File: config.mk
export PLATFORM = sky130hd
export DESIGN_NAME = fetchUnit
export DESIGN_NICKNAME = d
export VERILOG_FILES = /design/src/verilog/mipsPkg.sv /design/src/verilog/fetchUnit.sv
export SDC_FILE = /design/constraint.sdc
export NUM_CORES = 1
export LEC_CHECK = 0
export ABC_AREA = 1
export BUFFER_PORTS_ARGS = -buffer_cell sky130_fd_sc_hd__buf_4
export CAP_MARGIN = 0
export CORE_UTILIZATION = 59
export DETAILED_ROUTE_END_ITERATION = 7
export PLACE_DENSITY = 0.91
export SETUP_SLACK_MARGIN = 0.4
export SYNTH_ARGS = -nofsm -noshare
export SYNTH_HDL_FRONTEND = slang
export SYNTH_SLANG_ARGS = --single-unit
File: constraint.sdc
create_clock -name i_clock -period 13.2 [get_ports i_clock]
set_input_delay 2.64 -clock i_clock [delete_from_list [all_inputs] [get_ports i_clock]]
set_output_delay 2.64 -clock i_clock [all_outputs]
set_load 0.05 [all_outputs]
File: src/verilog/mipsPkg.sv
package mipsPkg;

    // Instruction store geometry
    localparam int MEM_DEPTH  = 512;           // Words in the instruction memory
    localparam int ADDR_BITS  = 9;             // Word address width
    localparam int COUNT_BITS = ADDR_BITS + 1; // Word count has to reach MEM_DEPTH itself

    // Data widths
    localparam int WORD_BITS   = 32;  // Instruction and PC width
    localparam int BYTE_BITS   = 8;   // Debug host byte
    localparam int OPCODE_BITS = 6;   // Top field of every instruction
    localparam int IMM_BITS    = 16;  // I-type immediate

    // Count value that marks the memory as full
    localparam logic [COUNT_BITS-1:0] FULL_COUNT = COUNT_BITS'(MEM_DEPTH);

    // Conditional branches recognised by predecode
    localparam logic [OPCODE_BITS-1:0] OPCODE_BEQ = 6'd4;
    localparam logic [OPCODE_BITS-1:0] OPCODE_BNE = 6'd5;

    // Program counter
    localparam logic [WORD_BITS-1:0] RESET_PC = '0;
    localparam logic [WORD_BITS-1:0] PC_STEP  = 32'd4;  // One word per fetch

endpackage

File: src/verilog/fetchUnit.sv
`timescale 1ns/10ps

// Program counter and IF/ID pipeline register
module fetchUnit (
    input  logic                          i_clock,
    input  logic                          i_reset,
    input  logic                          i_run,
    input  logic                          i_stall,
    input  logic                          i_branchTaken,
    input  logic [mipsPkg::WORD_BITS-1:0] i_instruction,
    input  logic                          i_branch,
    input  logic [mipsPkg::WORD_BITS-1:0] i_targetOffset,
    output logic [mipsPkg::ADDR_BITS-1:0] o_readAddr,
    output logic [mipsPkg::WORD_BITS-1:0] o_pc,
    output logic [mipsPkg::WORD_BITS-1:0] o_instruction,
    output logic                          o_valid,
    output logic                          o_branch,
    output logic [mipsPkg::WORD_BITS-1:0] o_targetOffset
);

    logic [mipsPkg::WORD_BITS-1:0] pc;            // Address being fetched this cycle
    logic [mipsPkg::WORD_BITS-1:0] branchTarget;
    logic                          takeBranch;    // Redirect from decode
    logic                          advance;       // Normal sequential step

    // Byte PC to word address, drop the two alignment bits
    assign o_readAddr = pc[mipsPkg::ADDR_BITS+1:2];

    assign takeBranch = i_branchTaken && o_branch;
    assign advance    = i_run && !i_stall && !takeBranch;

    // Target from the branch held in IF/ID, offset counted in words
    assign branchTarget = o_pc + mipsPkg::PC_STEP
                        + {o_targetOffset[mipsPkg::WORD_BITS-3:0], 2'b00};

    // Program counter
    always_ff @(posedge i_clock) begin
        if (i_reset) begin
            pc <= mipsPkg::RESET_PC;
        end else if (takeBranch) begin
            pc <= branchTarget;  // Flush wins over a stall
        end else if (advance) begin
            pc <= pc + mipsPkg::PC_STEP;
        end
    end

    // IF/ID control bits
    always_ff @(posedge i_clock) begin
        if (i_reset) begin
            o_valid  <= 1'b0;
            o_branch <= 1'b0;
        end else if (!i_run || takeBranch) begin
            // Halted, or the slot behind a taken branch is squashed
            o_valid  <= 1'b0;
            o_branch <= 1'b0;
        end else if (!i_stall) begin
            o_valid  <= 1'b1;
            o_branch <= i_branch;
        end
    end

    // IF/ID payload, only meaningful while o_valid is high
    always_ff @(posedge i_clock) begin
        if (advance) begin
            o_pc           <= pc;            // PC that went with this word
            o_instruction  <= i_instruction;
            o_targetOffset <= i_targetOffset;
        end
    end

    // Decode only resolves a branch that is actually sitting in IF/ID
    branchOnlyOnValid: assert property (
        @(posedge i_clock) disable iff (i_reset)
        i_branchTaken |-> (o_branch && o_valid)
    );

endmodule

==> metrics.txt <==
Crit path largest cell delay=0.90 ns; Final ANT Viol Nets=0; hold_buf cts=0; instance count of the mapped netlist=887; RSZ-0062 raised after global routing=false; die area=between 0.01 and 0.015 mm2; core area=0.01216 mm2; Clock power frac=0.383; post_cts resized=0; Ys Warns=0; die width=114.4 um; vias in the first global route=around 6700; IO buf count=176; DRT Pass-1 Iters=5; Tcrit/Tclk final=0.4364; number of clock buffers inserted by TritonCTS=17; Max transition margin=0.2163; synth-to-layout area growth=26.42%; GRT met1 Usage=0.3732; first-pass GRT wire length=31.51 mm; Internal=0.7703 mW; DRC viols=0; fmax=0.1736 GHz; CTS tree=built; clk_lat worst skew=approximately 0.43 ns; HPWL after DPL=15.00 mm; Worst Hold Depth=0; final WL=20.02 mm; crit-path most repeated cell=buf_4; Startpoint Class=primary input; Via density=~5.5; Initial Util=0.6124; final setup vio count=0; Seq pwr share=0.431; Mean Syn Cell Area=8.397 um2; setup slack after layout=7.439 ns; top_reg_cell synth=edfxtp_1; Worst EP arrival=6.09 ns; MaxCap Viol Count=0; R2R Setup Slk=9.41 ns; Worst Path Required=13.53 ns; grt met3 use=0.08735; Period minus WS final=5.761 ns; gr usage total=0.3187; number of flops mapped to enable cells by yosys=96; status=complete, no violations; leakage power=4.350 nW; I/O pin count=177; Worst VDD drop=just over 100 uV; CP Max Fanout=85; FILL cells=slightly below 900; Max Transition Viols Final=0; Synth async-reset ratio=0; GR Overflow Total=0; root buf cell=clkbuf_16; placer congestion estimate=0.9384; Die Ht=114.4 um; Sw Ratio=0.3068; critical path class=primary input to flip-flop; Worst-path clk slew=roughly 0.060 ns; # diodes=0; Seq cells post-synth=130; Final nets=1193; Combinational Power Share=0.186; Cell variety after synth=37; CP max stage cell=buf_4; Setup Skew=0.01476 ns; endpoint type of the worst setup path=flip-flop; via count=6856; Post-Syn Area=0.007448 mm2; sequential area share after synthesis=0.4784; Hold Crit Class=flip-flop to flip-flop; critical-path cell list=buf_4 > nand2_1 > inv_2 > nor2_4 > buf_4 > o21ai_0 > nand3b_1 > inv_1; most frequent cells in the layout=nand2_1, buf_4, inv_1; final setup TNS=0 ns; worst r2r path cells=7; Syn Nets=1016; Routed wire per std cell=16.08 um; met2 Resource Use GR=0.5491; cell row count=40; gr busiest metal=met2; H-tree levels=4; Iteration-0 DRC Markers=539; Clock Sinks=130; most common cell after layout, fill and taps aside=nand2_1; Hold Fails Final Rpt=0; worst slew pin tran=1.173 ns; layout cell share with drive strength beyond 1=0.2071; largest net degree at the start of global routing=86; Max clock buf depth=2; post-placement worst setup slack=6.976 ns; Switching Power=about 0.34 mW; initial antenna violation count=0; post-CTS setup buffers=0; pwr dens=roughly 120 mW/mm2
## flip-flops by register name, summed over array words and instances, names as in the netlist
name            count
o_pc               32
pc                 32
o_valid             1
o_targetOffset     32
o_branch            1
o_instruction      32
## final timing paths
check / startpoint / to
worst max register to register: o_branch / pc[12]
worst min-delay path: pc[0] / o_pc[0]
worst max-delay path: i_branchTaken / pc[12]
worst min register to register: pc[0] / o_pc[0]
## layer usage
layer  vias to the layer above  share of wire
li1                       3333              -
met1                      3149           0.40
met2                       318           0.50
met3                        56          0.081
met4                         0          0.026
met5                         -              0
## power by group through the flow
| stage | clock network, mW | logic (mW) | registers [mW] |
|---|---|---|---|
| finish | 0.425 | 0.207 | 0.479 |
| global route | 0.447 | 0.224 | 0.481 |
| CTS | 0.428 | 0.205 | 0.479 |
| detailed placement | 0 | 0.203 | 0.487 |
| global placement | 0 | 0.200 | 0.486 |
| floorplan | 0 | 0.0960 | 0.527 |
## synth_stat cells, drive strengths merged, types with 2 or more instances
library cell / n / share of area
a21oi: 53 / 0.036
a31oi: 8 / 0.0067
buf: 15 / 0.013
clkbuf: 4 / 0.0022
dfxtp: 34 / 0.091
edfxtp: 96 / 0.39
ha: 58 / 0.097
inv: 117 / 0.059
nand2: 242 / 0.12
nand3: 47 / 0.032
nand3b: 9 / 0.0091
nand4: 13 / 0.013
nor2: 92 / 0.049
nor3: 14 / 0.012
nor4: 4 / 0.0034
o211ai: 2 / 0.0020
o21ai: 54 / 0.036
o21bai: 5 / 0.0050
or2: 3 / 0.0025
xnor2: 5 / 0.0059
xor2: 7 / 0.0082
## logic make-up after synthesis
kind of cell	Yosys count	share of synthesized area
simple gates	424	0.2427
compound gates	126	0.09004
flops	130	0.4784
buf+inv	136	0.07458
fa+ha+maj	59	0.1001
xor+xnor	12	0.01411
## worst max-delay path: cells and delay by family
kind / cells / cell delay (ns)
compound gates: 1 / 0.23
buf+inv: 4 / 1.60
simple gates: 3 / 1.57
## metrics by stage
step | hold slack [ns] | utilization | std cells | power (mW) | instance area, um2
6_report | 0.4414 | 0.7743 | 1245 | 1.111 | 9417
5_1_grt | 0.4643 | 0.7743 | 1245 | 1.152 | 9417
4_1_cts | 0.4487 | 0.7743 | 1245 | 1.112 | 9417
3_5_place_dp | 0.4316 | 0.7298 | 1213 | 0.6904 | 8876
3_3_place_gp | 0.4256 | 0.7298 | 1213 | 0.6852 | 8876
2_1_floorplan | 0.4090 | - | 887 | 0.6226 | 7448
## final cells by class
type	count	area, um2	area share
clock inverter	14	111.4	0.01183
multi-input combinational	621	3334	0.3541
clock buffer	18	429.2	0.04558
inverter	117	439.2	0.04664
tap	168	210.2	0.02232
sequential	130	3563	0.3784
timing repair buffer	177	1329	0.1411
(Power assumes the default switching activity.)
