==> src/verilog/mipsPkg.sv <==
package mipsPkg;

    // Instruction store geometry
    localparam int MEM_DEPTH  = 512;           // Words in the instruction memory
    localparam int ADDR_BITS  = 9;             // Word address width
    localparam int COUNT_BITS = ADDR_BITS + 1; // Word count has to reach MEM_DEPTH itself

    // Data widths
    localparam int WORD_BITS   = 32;  // Instruction and PC width
    localparam int BYTE_BITS   = 8;   // Debug host byte
    localparam int OPCODE_BITS = 6;   // Top field of every instruction
    localparam int IMM_BITS    = 16;  // I-type immediate

    // Count value that marks the memory as full
    localparam logic [COUNT_BITS-1:0] FULL_COUNT = COUNT_BITS'(MEM_DEPTH);

    // Conditional branches recognised by predecode
    localparam logic [OPCODE_BITS-1:0] OPCODE_BEQ = 6'd4;
    localparam logic [OPCODE_BITS-1:0] OPCODE_BNE = 6'd5;

    // Program counter
    localparam logic [WORD_BITS-1:0] RESET_PC = '0;
    localparam logic [WORD_BITS-1:0] PC_STEP  = 32'd4;  // One word per fetch

endpackage

==> src/verilog/programLoader.sv <==
`timescale 1ns/10ps

// Collects the debug byte stream into 32-bit words for the instruction memory
module programLoader (
    input  logic                          i_clock,
    input  logic                          i_reset,
    input  logic                          i_clear,
    input  logic                          i_run,
    input  logic [mipsPkg::BYTE_BITS-1:0] i_byte,
    input  logic                          i_byteValid,
    output logic [mipsPkg::WORD_BITS-1:0] o_word,
    output logic                          o_wordWrite
);

    logic [1:0] byteCount;   // Bytes already packed into the current word
    logic       acceptByte;  // Byte taken this cycle
    logic       lastByte;    // Byte that completes a word

    // Host bytes only count while the pipeline is halted
    assign acceptByte = i_byteValid && !i_run;
    assign lastByte   = acceptByte && (byteCount == 2'd3);

    // Byte counter and one-cycle write strobe
    always_ff @(posedge i_clock) begin
        if (i_reset || i_clear) begin
            byteCount   <= 2'd0;  // Restart on a word boundary
            o_wordWrite <= 1'b0;
        end else begin
            o_wordWrite <= lastByte;  // High the cycle after the fourth byte
            if (acceptByte) begin
                byteCount <= byteCount + 2'd1;  // Wraps back to zero after byte four
            end
        end
    end

    // Least significant byte arrives first
    // New byte enters at the top, older bytes move toward bit 0
    always_ff @(posedge i_clock) begin
        if (acceptByte) begin
            o_word <= {i_byte, o_word[mipsPkg::WORD_BITS-1:mipsPkg::BYTE_BITS]};
        end
    end

endmodule
==> config.mk <==
export PLATFORM = sky130hd
export DESIGN_NAME = programLoader
export DESIGN_NICKNAME = d
export VERILOG_FILES = /design/src/verilog/mipsPkg.sv /design/src/verilog/programLoader.sv
export SDC_FILE = /design/constraint.sdc
export NUM_CORES = 1
export LEC_CHECK = 0
export BUFFER_PORTS_ARGS = -buffer_cell sky130_fd_sc_hd__buf_2
export CAP_MARGIN = 40
export CORE_UTILIZATION = 49
export DETAILED_ROUTE_END_ITERATION = 16
export HOLD_SLACK_MARGIN = 0.15
export PLACE_DENSITY = 0.92
export SETUP_SLACK_MARGIN = 0.3
export SYNTH_ARGS = -nofsm -noshare
export SYNTH_HDL_FRONTEND = slang
export SYNTH_SLANG_ARGS = --single-unit
==> constraint.sdc <==
create_clock -name i_clock -period 1.7 [get_ports i_clock]
set_input_delay 0.085 -clock i_clock [delete_from_list [all_inputs] [get_ports i_clock]]
set_output_delay 0.085 -clock i_clock [all_outputs]
set_load 0.02 [all_outputs]
==> results of run 1 <==
[state kept, by name (all words and copies together), names as in the netlist]
name         count
byteCount        2
o_word          32
o_wordWrite      1
[metrics by stage]
step,power (mW),utilization (%),cell area (µm²),hold WS (ps)
2_1_floorplan,1.06,-,1100,154
3_3_place_gp,1.11,67.4,1380,262
3_5_place_dp,1.11,67.4,1380,263
4_1_cts,1.55,76.6,1560,178
5_1_grt,1.60,76.6,1560,202
6_report,1.55,76.6,1560,179
[worst max path at each step]
| stage | start | to | depth (start not counted) |
|---|---|---|---|
| finish | byteCount[0]$_SDFFE_PP0P_ | byteCount[0]$_SDFFE_PP0P_ | 3 |
| global route | byteCount[0]$_SDFFE_PP0P_ | byteCount[0]$_SDFFE_PP0P_ | 3 |
| CTS | byteCount[0]$_SDFFE_PP0P_ | byteCount[0]$_SDFFE_PP0P_ | 3 |
| detailed placement | i_run | o_word[12]$_DFFE_PP_ | 3 |
| global placement | i_run | o_word[6]$_DFFE_PP_ | 3 |
| floorplan | i_byteValid | byteCount[1]$_SDFFE_PP0P_ | 3 |
[synthesized netlist by cell type (all sizes together)]
| cell type | instances | area [µm²] |
|---|---|---|
| and3 | 1 | 7.51 |
| dfxtp | 3 | 60.1 |
| edfxtp | 32 | 961 |
| ha | 1 | 12.5 |
| mux2i | 1 | 10.0 |
| nor2 | 1 | 3.75 |
| nor2b | 1 | 13.8 |
| nor3 | 2 | 20.0 |
| xnor2 | 1 | 8.76 |
[logic make-up after synthesis]
kind of cell	Yosys count
xor+xnor	1
fa+ha+maj	1
flops	35
mux	1
simple gates	5
[worst min-delay path: cells and delay by family]
kind / cells / cell delay [ps]
multiplexers: 1 / 130
AND/OR/NAND/NOR: 2 / 160
buffers and inverters: 1 / 100
[per-layer routing]
metal | vias up | wire length, µm | GRT usage (%) | share of wire, %
li1 | 301 | - | - | -
met1 | 297 | 660 | 15.8 | 35
met5 | - | 0 | 0 | 0
met2 | 40 | 1000 | 31.7 | 53
met4 | 0 | 46 | 11.8 | 2.4
met3 | 7 | 173 | 6.54 | 9.2
[cell type report]
cell class / instances / area (µm²) / area share [%]
clock buffer: 5 / 37.5 / 2.40
clock inverter: 3 / 20.0 / 1.28
multi-input combinational: 8 / 76.3 / 4.88
sequential: 35 / 1020 / 65.3
tap: 27 / 33.8 / 2.16
timing repair buffer: 59 / 375 / 24.0
[power breakdown]
part	internal, mW	switching, mW	total (mW)
combinational	0.0570	0.0760	0.133
sequential	0.974	0.0130	0.987
clock	0.158	0.272	0.430
total	1.19	0.361	1.55
==> flow_summary.html, run 1 <==
<table>
<tr><th>Metric</th><th>Value</th></tr>
<tr><th colspan="2">Final layout</th></tr>
<tr><td>Most frequent standard cell in the layout excluding fill and tap cells</td><td>sky130_fd_sc_hd__buf_2</td></tr>
<tr><td>Layout Cells excl Fill</td><td>137</td></tr>
<tr><td>Share of layout cells above drive strength 1</td><td>52.7%</td></tr>
<tr><td>Area growth from synthesis to layout</td><td>42.5%</td></tr>
<tr><td>Nets</td><td>123</td></tr>
<tr><td>Filler cell count in the final layout</td><td>about 130</td></tr>
<tr><td>Antenna Cells</td><td>0</td></tr>
<tr><td>Most frequent cells in the layout</td><td>45 x sky130_fd_sc_hd__buf_2, 32 x sky130_fd_sc_hd__edfxtp_1, 13 x sky130_fd_sc_hd__dlygate4sd3_1</td></tr>
<tr><th colspan="2">STA</th></tr>
<tr><td>Fmax</td><td>822 MHz</td></tr>
<tr><td>Shortest period the worst path allows</td><td>1220 ps</td></tr>
<tr><td>Number of max-slew violations in the final report</td><td>0</td></tr>
<tr><td>Accumulated negative setup slack</td><td>0 ps</td></tr>
<tr><td>Setup WS post-layout</td><td>484 ps</td></tr>
<tr><td>Final hold violation count</td><td>0</td></tr>
<tr><td>Worst-case clock skew</td><td>16.3 ps</td></tr>
<tr><td>Worst-Margin Slew</td><td>283 ps</td></tr>
<tr><td>Unrepaired setup endpoints after global routing</td><td>no</td></tr>
<tr><td>Max-slew headroom at the worst pin</td><td>81.1%</td></tr>
<tr><td>Post-route fraction of the period consumed by the critical path</td><td>71.5%</td></tr>
<tr><td>Setup violation total in the final timing report</td><td>0</td></tr>
<tr><th colspan="2">Route</th></tr>
<tr><td>Routed vias/inst</td><td>4.71</td></tr>
<tr><td>Initial DRC count</td><td>6</td></tr>
<tr><td>Via count</td><td>roughly 650</td></tr>
<tr><td>Post-Route WL</td><td>1.88 mm</td></tr>
<tr><td>Number of DRC violations after detailed routing</td><td>0</td></tr>
<tr><td>Number of optimization iterations in the first detailed-route pass</td><td>4</td></tr>
<tr><td>Wire length per cell</td><td>13.8 µm</td></tr>
<tr><td>Remaining antenna violation count after routing</td><td>0</td></tr>
<tr><th colspan="2">Yosys</th></tr>
<tr><td>Mean instance size in the synthesized netlist</td><td>25.5 µm²</td></tr>
<tr><td>Register bit total from synthesis</td><td>35</td></tr>
<tr><td>Yosys warns</td><td>0</td></tr>
<tr><td>Post-synthesis cell count</td><td>43</td></tr>
<tr><td>Mux share of post-synthesis cell area</td><td>0.912%</td></tr>
<tr><td>Synthesized net count</td><td>between 50 and 60</td></tr>
<tr><td>XOR/XNOR Fraction of Synth Area</td><td>0.798%</td></tr>
<tr><td>Complex-gate fraction of the synthesized area</td><td>0%</td></tr>
<tr><td>Sequential element share of the synthesized area</td><td>93.0%</td></tr>
<tr><td>Synth Area in Adders</td><td>1.14%</td></tr>
<tr><td>Share of synthesized cell area in and, or, nand and nor gates</td><td>under 10%</td></tr>
<tr><td>Cell area after technology mapping</td><td>approximately 0.0011 mm²</td></tr>
<tr><td>Dominant combinational cell family by area after synthesis</td><td>simple AND/OR/NAND/NOR gates</td></tr>
<tr><td>Number of distinct library cells after synthesis</td><td>9</td></tr>
<tr><th colspan="2">Critical path</th></tr>
<tr><td>Crit path largest cell delay</td><td>roughly 550 ps</td></tr>
<tr><td>Crit. End Element</td><td>register</td></tr>
<tr><td>Buffers plus inverters on the worst setup path</td><td>1</td></tr>
<tr><td>Cells traversed along the worst timing path</td><td>xnor2_1 &gt; nor3_2 &gt; dlygate4sd3_1</td></tr>
<tr><td>Setup crit start kind</td><td>register</td></tr>
<tr><td>Standard cell with the maximum stage delay on the critical path</td><td>sky130_fd_sc_hd__dlygate4sd3_1</td></tr>
<tr><td>Worst path arrival time</td><td>1450 ps</td></tr>
<tr><td>Number of cells on the worst reg-to-reg path</td><td>3</td></tr>
<tr><td>Source of the worst register-to-register timing path</td><td>byteCount[0]$_SDFFE_PP0P_</td></tr>
<tr><td>Capturing point of the worst reg2reg path</td><td>byteCount[0]$_SDFFE_PP0P_</td></tr>
<tr><td>Critical-path maximum fanout</td><td>2</td></tr>
<tr><td>Reg-to-reg setup timing slack</td><td>480 ps</td></tr>
<tr><td>WS Path Type</td><td>reg2reg</td></tr>
<tr><td>Data required time of the critical path</td><td>1940 ps</td></tr>
<tr><td>Cell type group with the largest total delay on the critical path</td><td>buffers and inverters</td></tr>
<tr><th colspan="2">Die</th></tr>
<tr><td>Horizontal die dimension</td><td>49.3 µm</td></tr>
<tr><td>Die H</td><td>roughly 50 µm</td></tr>
<tr><td>Row Count</td><td>16</td></tr>
<tr><td>Starting Density</td><td>a little over half</td></tr>
<tr><td>Die outline area</td><td>0.00243 mm²</td></tr>
<tr><td>Placeable core region</td><td>0.00204 mm²</td></tr>
<tr><td>Number of top-level pins</td><td>between 40 and 50</td></tr>
<tr><th colspan="2">Global routing</th></tr>
<tr><td>Number of global-route vias before repair</td><td>653</td></tr>
<tr><td>Total congestion overflow after global routing</td><td>0</td></tr>
<tr><td>Total global-route track usage</td><td>17.5%</td></tr>
<tr><td>Antenna violations before repair</td><td>0</td></tr>
<tr><td>Wire length of the first global-routing pass</td><td>2.86 mm</td></tr>
<tr><td>Maximum number of pins on one net before global-route repair</td><td>27</td></tr>
<tr><th colspan="2">Clock tree</th></tr>
<tr><td>Hold-fix buffer count after cts</td><td>13</td></tr>
<tr><td>Number of sinks handled by clock tree synthesis</td><td>35</td></tr>
<tr><td>CTS Buffer Depth</td><td>2</td></tr>
<tr><td>Resize count post-CTS</td><td>0</td></tr>
<tr><td>Number of buffers created by CTS</td><td>5</td></tr>
<tr><td>Post-CTS Setup Repair Bufs</td><td>0</td></tr>
<tr><td>Worst-path clk slew</td><td>110 ps</td></tr>
<tr><td>Insertion delay to the later sink of the worst-skew pair</td><td>approximately 330 ps</td></tr>
<tr><td>H-tree depth</td><td>2</td></tr>
<tr><td>TritonCTS clock tree</td><td>built</td></tr>
<tr><td>Root buffer cell</td><td>sky130_fd_sc_hd__clkbuf_4</td></tr>
<tr><th colspan="2">Place</th></tr>
<tr><td>Placement Setup Slack</td><td>between 600 and 700 ps</td></tr>
<tr><td>Placed wire-length estimate after detailed placement</td><td>1.10 mm</td></tr>
<tr><td>Buffers on Ports</td><td>45</td></tr>
<tr><td>Placed Cells incl. Taps</td><td>roughly 120</td></tr>
<tr><td>Placer's final routability congestion estimate</td><td>0.603</td></tr>
<tr><th colspan="2">Min path</th></tr>
<tr><td>Hold wc startpoint</td><td>i_run</td></tr>
<tr><td>Worst Hold Class</td><td>in2reg</td></tr>
<tr><td>Cell depth of the worst min-delay path</td><td>4</td></tr>
<tr><td>Destination of the worst hold path</td><td>byteCount[1]$_SDFFE_PP0P_</td></tr>
<tr><th colspan="2">Pwr</th></tr>
<tr><td>Leakage</td><td>0.633 nW</td></tr>
<tr><td>Power density of the placed cells</td><td>991 mW/mm²</td></tr>
<tr><td>Worst supply voltage drop on vdd</td><td>roughly 0.67 mV</td></tr>
<tr><th colspan="2">Run status</th></tr>
<tr><td>Outcome</td><td>completed</td></tr>
<tr><th colspan="2">Job</th></tr>
<tr><td>Maxcap violations</td><td>0</td></tr>
</table>
Note: power is estimated with default switching activity, not from simulation.
==> inputs of run 2 (changes only) <==
--- a/config.mk
+++ b/config.mk
@@ -7,10 +7,10 @@
 export LEC_CHECK = 0
 export BUFFER_PORTS_ARGS = -buffer_cell sky130_fd_sc_hd__buf_2
 export CAP_MARGIN = 40
-export CORE_UTILIZATION = 49
+export CORE_UTILIZATION = 45
 export DETAILED_ROUTE_END_ITERATION = 16
 export HOLD_SLACK_MARGIN = 0.15
-export PLACE_DENSITY = 0.92
+export PLACE_DENSITY = 0.86
 export SETUP_SLACK_MARGIN = 0.3
 export SYNTH_ARGS = -nofsm -noshare
 export SYNTH_HDL_FRONTEND = slang
==> constraint.sdc (replaced) <==
create_clock -name i_clock -period 1.2 [get_ports i_clock]
set_input_delay 0.06 -clock i_clock [delete_from_list [all_inputs] [get_ports i_clock]]
set_output_delay 0.06 -clock i_clock [all_outputs]
set_load 0.02 [all_outputs]
==> run 2 against run 1 <==
Sequential power up 43%. Hold slack better by 42 ps. Register-to-register slack worse by 200 ps. Wire length down 1.4%. Via count up 0.78%. Total power up 45%. Utilization up 3.6 points. Sequential cell count unchanged. Die area up 8.5%. Worst setup slack worse by 230 ps. Global-route usage down 2.6 points. Critical endpoint is now o_word[13]. Largest cell class unchanged.
==> flow_summary.html, run 2 (synthesized netlist as in run 1, its figures left out) <==
<table>
<tr><th>Metric</th><th>Value</th></tr>
<tr><th colspan="2">Route</th></tr>
<tr><td>Number of DRC violations after detailed routing</td><td>0</td></tr>
<tr><td>Initial DRC count</td><td>10</td></tr>
<tr><td>Wire length per cell</td><td>12.6 µm</td></tr>
<tr><td>Number of optimization iterations in the first detailed-route pass</td><td>3</td></tr>
<tr><td>Routed vias/inst</td><td>about 4.4</td></tr>
<tr><td>Remaining antenna violation count after routing</td><td>0</td></tr>
<tr><td>Via count</td><td>650</td></tr>
<tr><td>Post-Route WL</td><td>1.86 mm</td></tr>
<tr><th colspan="2">Final layout</th></tr>
<tr><td>Antenna Cells</td><td>0</td></tr>
<tr><td>Most frequent cells in the layout</td><td>32 x sky130_fd_sc_hd__edfxtp_1, 26 x sky130_fd_sc_hd__buf_6, 18 x sky130_fd_sc_hd__buf_2</td></tr>
<tr><td>Largest registers ranked by flip-flop count</td><td>o_word (32), byteCount (2), o_wordWrite (1)</td></tr>
<tr><td>Nets</td><td>132</td></tr>
<tr><td>Most frequent standard cell in the layout excluding fill and tap cells</td><td>sky130_fd_sc_hd__edfxtp_1</td></tr>
<tr><td>Share of layout cells above drive strength 1</td><td>60.5%</td></tr>
<tr><td>Layout Cells excl Fill</td><td>147</td></tr>
<tr><td>Reg with most FFs</td><td>o_word</td></tr>
<tr><td>Number of flip-flops under the largest register name</td><td>32</td></tr>
<tr><td>Area growth from synthesis to layout</td><td>64.8%</td></tr>
<tr><th colspan="2">Die</th></tr>
<tr><td>Placeable core region</td><td>between 0.002 and 0.0025 mm²</td></tr>
<tr><td>Starting Density</td><td>between 40 and 50%</td></tr>
<tr><td>Die H</td><td>a little over 50 µm</td></tr>
<tr><td>Die outline area</td><td>0.00264 mm²</td></tr>
<tr><td>Row Count</td><td>17</td></tr>
<tr><td>Number of top-level pins</td><td>46</td></tr>
<tr><td>Horizontal die dimension</td><td>51.4 µm</td></tr>
<tr><th colspan="2">STA</th></tr>
<tr><td>Max-slew headroom at the worst pin</td><td>about nine tenths</td></tr>
<tr><td>Worst-case clock skew</td><td>around 6.2 ps</td></tr>
<tr><td>Post-route fraction of the period consumed by the critical path</td><td>around four fifths</td></tr>
<tr><td>Setup violation total in the final timing report</td><td>0</td></tr>
<tr><td>Fmax</td><td>1050 MHz</td></tr>
<tr><td>Shortest period the worst path allows</td><td>roughly 950 ps</td></tr>
<tr><td>Number of max-slew violations in the final report</td><td>0</td></tr>
<tr><td>Unrepaired setup endpoints after global routing</td><td>yes</td></tr>
<tr><td>Accumulated negative setup slack</td><td>0 ps</td></tr>
<tr><td>Final hold violation count</td><td>0</td></tr>
<tr><td>Worst-Margin Slew</td><td>160 ps</td></tr>
<tr><td>Setup WS post-layout</td><td>251 ps</td></tr>
<tr><th colspan="2">Pwr</th></tr>
<tr><td>Share of power burned in registers</td><td>62.6%</td></tr>
<tr><td>Worst supply voltage drop on vdd</td><td>1.04 mV</td></tr>
<tr><td>Net switching power</td><td>456 µW</td></tr>
<tr><td>Clock power share</td><td>26.8%</td></tr>
<tr><td>Leakage</td><td>0.731 nW</td></tr>
<tr><td>Fraction of power consumed by combinational cells</td><td>10.6%</td></tr>
<tr><td>Power, Total</td><td>around 2.2 mW</td></tr>
<tr><td>Power density of the placed cells</td><td>1240 mW/mm²</td></tr>
<tr><td>Share of total power consumed by net switching</td><td>20.3%</td></tr>
<tr><td>Cell internal pwr</td><td>about 1.8 mW</td></tr>
<tr><th colspan="2">Place</th></tr>
<tr><td>Placer's final routability congestion estimate</td><td>0.634</td></tr>
<tr><td>Buffers on Ports</td><td>45</td></tr>
<tr><td>Placed wire-length estimate after detailed placement</td><td>1.16 mm</td></tr>
<tr><td>Placed Cells incl. Taps</td><td>around 120</td></tr>
<tr><td>Placement Setup Slack</td><td>262 ps</td></tr>
<tr><th colspan="2">Global routing</th></tr>
<tr><td>Peak-usage layer in the global routing report</td><td>met2</td></tr>
<tr><td>Met3 track utilization from global routing</td><td>under 10%</td></tr>
<tr><td>Met1 Use GR</td><td>14.1%</td></tr>
<tr><td>Total global-route track usage</td><td>about 15%</td></tr>
<tr><td>Antenna violations before repair</td><td>0</td></tr>
<tr><td>Number of global-route vias before repair</td><td>643</td></tr>
<tr><td>Maximum number of pins on one net before global-route repair</td><td>24</td></tr>
<tr><td>Met2 track demand over resource</td><td>27.3%</td></tr>
<tr><td>Total congestion overflow after global routing</td><td>0</td></tr>
<tr><td>Wire length of the first global-routing pass</td><td>2.59 mm</td></tr>
<tr><th colspan="2">Clock tree</th></tr>
<tr><td>H-tree depth</td><td>2</td></tr>
<tr><td>Number of sinks handled by clock tree synthesis</td><td>35</td></tr>
<tr><td>Insertion delay to the later sink of the worst-skew pair</td><td>310 ps</td></tr>
<tr><td>TritonCTS clock tree</td><td>built</td></tr>
<tr><td>CTS Buffer Depth</td><td>2</td></tr>
<tr><td>Worst-path clk slew</td><td>90 ps</td></tr>
<tr><td>Number of buffers created by CTS</td><td>5</td></tr>
<tr><td>Root buffer cell</td><td>sky130_fd_sc_hd__clkbuf_4</td></tr>
<tr><th colspan="2">Critical path</th></tr>
<tr><td>Number of cells on the worst reg-to-reg path</td><td>3</td></tr>
<tr><td>Data required time of the critical path</td><td>1140 ps</td></tr>
<tr><td>Instance count on the critical path</td><td>1</td></tr>
<tr><td>Setup crit start kind</td><td>register</td></tr>
<tr><td>Worst path arrival time</td><td>890 ps</td></tr>
<tr><td>Buffers plus inverters on the worst setup path</td><td>1</td></tr>
<tr><td>WS Path Type</td><td>reg2out</td></tr>
<tr><td>Crit. End Element</td><td>output pin</td></tr>
<tr><td>Crit path largest cell delay</td><td>around 430 ps</td></tr>
<tr><td>Cell type group with the largest total delay on the critical path</td><td>flip-flops</td></tr>
<tr><td>Cells traversed along the worst timing path</td><td>buf_6</td></tr>
<tr><td>Critical-path maximum fanout</td><td>2</td></tr>
<tr><td>Standard cell with the maximum stage delay on the critical path</td><td>sky130_fd_sc_hd__edfxtp_1</td></tr>
<tr><th colspan="2">Min path</th></tr>
<tr><td>Worst Hold Class</td><td>in2reg</td></tr>
<tr><td>Cell depth of the worst min-delay path</td><td>3</td></tr>
<tr><th colspan="2">Job</th></tr>
<tr><td>Maxcap violations</td><td>0</td></tr>
<tr><th colspan="2">Run status</th></tr>
<tr><td>Outcome</td><td>completed</td></tr>
</table>
-- run 2: cell count changes in the layout (fill, tap and decap cells not counted), sizes merged --
| cell | delta |
|---|---|
| clkbuf | +2 |
| dlygate4sd3 | -3 |
| clkinvlp | -2 |
| buf | +12 |
-- run 2: final timing paths --
kind / endpoint / startpoint / slack, ps
worst max register to register: byteCount[1]$_SDFFE_PP0P_ / byteCount[1]$_SDFFE_PP0P_ / 280
worst max-delay path: o_word[13] / o_word[13]$_DFFE_PP_ / 250
worst min-delay path: o_word[28]$_DFFE_PP_ / i_run / 220
worst min register to register: o_word[9]$_DFFE_PP_ / o_word[17]$_DFFE_PP_ / 450
-- run 2: cell type report --
class	instances	area, µm²
Clock buffer	7	55.1
Clock inverter	1	3.75
Fill cell	124	447
Multi-Input combinational cell	8	88.8
Sequential cell	35	1020
Tap cell	28	35.0
Timing Repair Buffer	68	601
-- run 2: routing by layer --
metal | up-vias | share of wire [%]
met3 | 0 | 5.4
met2 | 34 | 59
met4 | 0 | 0
met5 | - | 0
met1 | 298 | 36
li1 | 318 | -
-- run 2: metrics by stage --
| step | utilization [%] | area, µm² | hold WS (ps) |
|---|---|---|---|
| after floorplan | - | 1100 | 129 |
| after global placement | 61.4 | 1390 | 240 |
| after detailed placement | 61.4 | 1390 | 238 |
| after CTS | 72.3 | 1630 | 194 |
| after global routing | 80.2 | 1810 | 197 |
| final | 80.2 | 1810 | 220 |
-- run 2: power by group through the flow --
| stage | clock network (mW) | registers, mW | logic [mW] |
|---|---|---|---|
| floorplan | 0 | 1.48 | 0.0254 |
| global placement | 0 | 1.42 | 0.153 |
| detailed placement | 0 | 1.43 | 0.158 |
| CTS | 0.636 | 1.40 | 0.204 |
| global route | 0.694 | 1.41 | 0.250 |
| finish | 0.603 | 1.41 | 0.237 |
-- run 2: timing repair --
| action | in CTS | in global routing |
|---|---|---|
| hold buffers | 10 | 0 |
| pin swaps | 0 | 1 |
| endpoints found under the setup margin | 33 | 34 |
| buffers inserted | 7 | 4 |
| gates resized for setup | 11 | 46 |
| endpoints found under the hold margin | 11 | 0 |
==> inputs of run 3 (changes only) <==
==> constraint.sdc (replaced) <==
create_clock -name i_clock -period 1 [get_ports i_clock]
set_input_delay 0.05 -clock i_clock [delete_from_list [all_inputs] [get_ports i_clock]]
set_output_delay 0.05 -clock i_clock [all_outputs]
set_load 0.02 [all_outputs]
==> run 3 against run 2 <==
The run now ends with negative hold slack left. Via count increased by 2.6%. Cell area rose by 0.62%. Cell count decreased by 0.68%. Sequential cell count did not move. Register-to-register slack got worse by 220 ps. Worst setup slack got worse by 200 ps. Largest power group unchanged. Highest routed layer is now met4.
==> flow_summary.html, run 3 (synthesized netlist as in run 1, its figures left out) <==
<table>
<tr><th>Metric</th><th>Value</th></tr>
<tr><th colspan="2">Clock tree</th></tr>
<tr><td>Insertion delay to the later sink of the worst-skew pair</td><td>310 ps</td></tr>
<tr><td>CTS Buffer Depth</td><td>2</td></tr>
<tr><td>TritonCTS clock tree</td><td>built</td></tr>
<tr><td>Number of buffers created by CTS</td><td>5</td></tr>
<tr><td>Root buffer cell</td><td>sky130_fd_sc_hd__clkbuf_4</td></tr>
<tr><td>Hold-fix buffer count after cts</td><td>10</td></tr>
<tr><td>Worst-path clk slew</td><td>90 ps</td></tr>
<tr><td>Number of sinks handled by clock tree synthesis</td><td>35</td></tr>
<tr><td>H-tree depth</td><td>2</td></tr>
<tr><th colspan="2">Route</th></tr>
<tr><td>Number of optimization iterations in the first detailed-route pass</td><td>2</td></tr>
<tr><td>Top sig layer</td><td>met4</td></tr>
<tr><td>Routed vias/inst</td><td>between 4 and 5</td></tr>
<tr><td>Detailed-routed wire length on met3</td><td>126 µm</td></tr>
<tr><td>Remaining antenna violation count after routing</td><td>0</td></tr>
<tr><td>Number of DRC violations after detailed routing</td><td>0</td></tr>
<tr><td>Wire length the detailed router placed on met1</td><td>~660 µm</td></tr>
<tr><td>Initial DRC count</td><td>3</td></tr>
<tr><td>Wire length per cell</td><td>12.9 µm</td></tr>
<tr><td>Amount of wire on met2 after detailed routing</td><td>between 1 and 1.5 mm</td></tr>
<tr><td>Via count</td><td>667</td></tr>
<tr><td>Post-Route WL</td><td>1.88 mm</td></tr>
<tr><th colspan="2">Critical path</th></tr>
<tr><td>Worst path arrival time</td><td>900 ps</td></tr>
<tr><td>Crit path largest cell delay</td><td>400 ps</td></tr>
<tr><td>Buffers plus inverters on the worst setup path</td><td>1</td></tr>
<tr><td>Setup crit start kind</td><td>register</td></tr>
<tr><td>Crit. End Element</td><td>output pin</td></tr>
<tr><td>Cell type group with the largest total delay on the critical path</td><td>flip-flops</td></tr>
<tr><td>Standard cell with the maximum stage delay on the critical path</td><td>sky130_fd_sc_hd__edfxtp_1</td></tr>
<tr><td>Data required time of the critical path</td><td>approximately 950 ps</td></tr>
<tr><td>Critical-path maximum fanout</td><td>2</td></tr>
<tr><td>Source of the worst register-to-register timing path</td><td>byteCount[1]$_SDFFE_PP0P_</td></tr>
<tr><td>Timing startpoint of the critical path</td><td>o_word[19]$_DFFE_PP_</td></tr>
<tr><td>Cells traversed along the worst timing path</td><td>buf_2</td></tr>
<tr><td>WS Path Type</td><td>reg2out</td></tr>
<tr><th colspan="2">Final layout</th></tr>
<tr><td>Antenna Cells</td><td>0</td></tr>
<tr><td>Cell area after layout</td><td>0.00182 mm²</td></tr>
<tr><td>Number of flip-flops under the largest register name</td><td>32</td></tr>
<tr><td>Most frequent standard cell in the layout excluding fill and tap cells</td><td>sky130_fd_sc_hd__edfxtp_1</td></tr>
<tr><td>Layout Cells excl Fill</td><td>between 100 and 150</td></tr>
<tr><td>Nets</td><td>131</td></tr>
<tr><td>Reg with most FFs</td><td>o_word</td></tr>
<tr><td>Filler cell count in the final layout</td><td>133</td></tr>
<tr><td>Most frequent cells in the layout</td><td>32 x sky130_fd_sc_hd__edfxtp_1, 31 x sky130_fd_sc_hd__buf_6, 18 x sky130_fd_sc_hd__buf_2</td></tr>
<tr><td>Area growth from synthesis to layout</td><td>65.8%</td></tr>
<tr><td>Share of layout cells above drive strength 1</td><td>63.6%</td></tr>
<tr><td>Largest registers ranked by flip-flop count</td><td>o_word (32), byteCount (2), o_wordWrite (1)</td></tr>
<tr><th colspan="2">Global routing</th></tr>
<tr><td>Wire length of the first global-routing pass</td><td>2.76 mm</td></tr>
<tr><td>Total global-route track usage</td><td>15.8%</td></tr>
<tr><td>Number of global-route vias before repair</td><td>approximately 670</td></tr>
<tr><td>Antenna violations before repair</td><td>0</td></tr>
<tr><td>Total congestion overflow after global routing</td><td>0</td></tr>
<tr><td>Maximum number of pins on one net before global-route repair</td><td>24</td></tr>
<tr><th colspan="2">STA</th></tr>
<tr><td>Worst-case clock skew</td><td>4.54 ps</td></tr>
<tr><td>Post-route fraction of the period consumed by the critical path</td><td>a little over nine tenths</td></tr>
<tr><td>Setup violation total in the final timing report</td><td>0</td></tr>
<tr><td>Shortest period the worst path allows</td><td>949 ps</td></tr>
<tr><td>Accumulated negative setup slack</td><td>0 ps</td></tr>
<tr><td>Worst-Margin Slew</td><td>around 180 ps</td></tr>
<tr><td>Number of max-slew violations in the final report</td><td>0</td></tr>
<tr><td>Max-slew headroom at the worst pin</td><td>~88%</td></tr>
<tr><td>Final hold violation count</td><td>2</td></tr>
<tr><td>Fmax</td><td>1050 MHz</td></tr>
<tr><td>Unrepaired setup endpoints after global routing</td><td>yes</td></tr>
<tr><td>Worst hold slack after final layout</td><td>-58.6 ps</td></tr>
<tr><th colspan="2">Die</th></tr>
<tr><td>Die outline area</td><td>0.00264 mm²</td></tr>
<tr><td>Row Count</td><td>17</td></tr>
<tr><td>Number of top-level pins</td><td>46</td></tr>
<tr><td>Placeable core region</td><td>0.00225 mm²</td></tr>
<tr><td>Starting Density</td><td>48.7%</td></tr>
<tr><td>Horizontal die dimension</td><td>51.4 µm</td></tr>
<tr><td>Die H</td><td>between 50 and 60 µm</td></tr>
<tr><th colspan="2">Place</th></tr>
<tr><td>Cell Area, Placed</td><td>0.00139 mm²</td></tr>
<tr><td>Buffers on Ports</td><td>45</td></tr>
<tr><td>Placer's final routability congestion estimate</td><td>0.634</td></tr>
<tr><td>Placed Cells incl. Taps</td><td>118</td></tr>
<tr><td>Placed wire-length estimate after detailed placement</td><td>approximately 1.2 mm</td></tr>
<tr><th colspan="2">Min path</th></tr>
<tr><td>Hold wc startpoint</td><td>i_clear</td></tr>
<tr><td>Worst Hold Class</td><td>in2reg</td></tr>
<tr><th colspan="2">Pwr</th></tr>
<tr><td>Power density of the placed cells</td><td>1490 mW/mm²</td></tr>
<tr><td>Leakage</td><td>between 0.7 and 0.8 nW</td></tr>
<tr><td>Worst supply voltage drop on vdd</td><td>1.14 mV</td></tr>
<tr><th colspan="2">Run status</th></tr>
<tr><td>Outcome</td><td>finished, violations left</td></tr>
<tr><td>Failing checks</td><td>negative hold slack</td></tr>
<tr><th colspan="2">Job</th></tr>
<tr><td>Maxcap violations</td><td>0</td></tr>
</table>
[run 3: timing repair]
item,CTS,global route
pin swaps,0,1
endpoints found under the hold margin,11,3
gates resized for setup,23,42
endpoints found under the setup margin,36,44
buffers inserted,8,4
[run 3: power by group]
| group | switching, mW | internal, mW | total [mW] |
|---|---|---|---|
| registers | 0.0298 | 1.66 | 1.69 |
| logic | 0.134 | 0.158 | 0.292 |
| clock network | 0.403 | 0.337 | 0.740 |
| total | 0.567 | 2.15 | 2.72 |
[run 3: metal layers]
layer	global-route usage (%)	vias up
li1	-	315
met2	28.6	37
met4	9.46	0
met3	5.65	3
met1	14.8	312
met5	0	-
[run 3: path summary, 6_finish.rpt]
kind	endpoint	slack (ps)	cells past startpoint
setup / recovery	o_word[19]	50	1
hold / removal	byteCount[1]$_SDFFE_PP0P_	-60	2
setup reg to reg	byteCount[1]$_SDFFE_PP0P_	60	3
hold reg to reg	o_word[9]$_DFFE_PP_	450	0
[run 3: metrics by stage]
stage	setup slack (ps)	util, %	power, mW
3_3_place_gp	105	61.4	1.89
3_5_place_dp	53.5	61.4	1.90
5_1_grt	2.17	80.7	2.82
2_1_floorplan	-85.5	-	1.81
6_report	50.8	80.7	2.72
4_1_cts	31.1	74.4	2.72
[run 3: cell type report]
class                   instances  area [µm²]  area share, %
clock buffers                   7        55.1           3.03
clock inverters                 1        3.75          0.206
repair buffers                 67         607           33.4
multi-input cells               8        93.8           5.16
well taps                      28        35.0           1.93
flip-flops and latches         35        1020           56.3
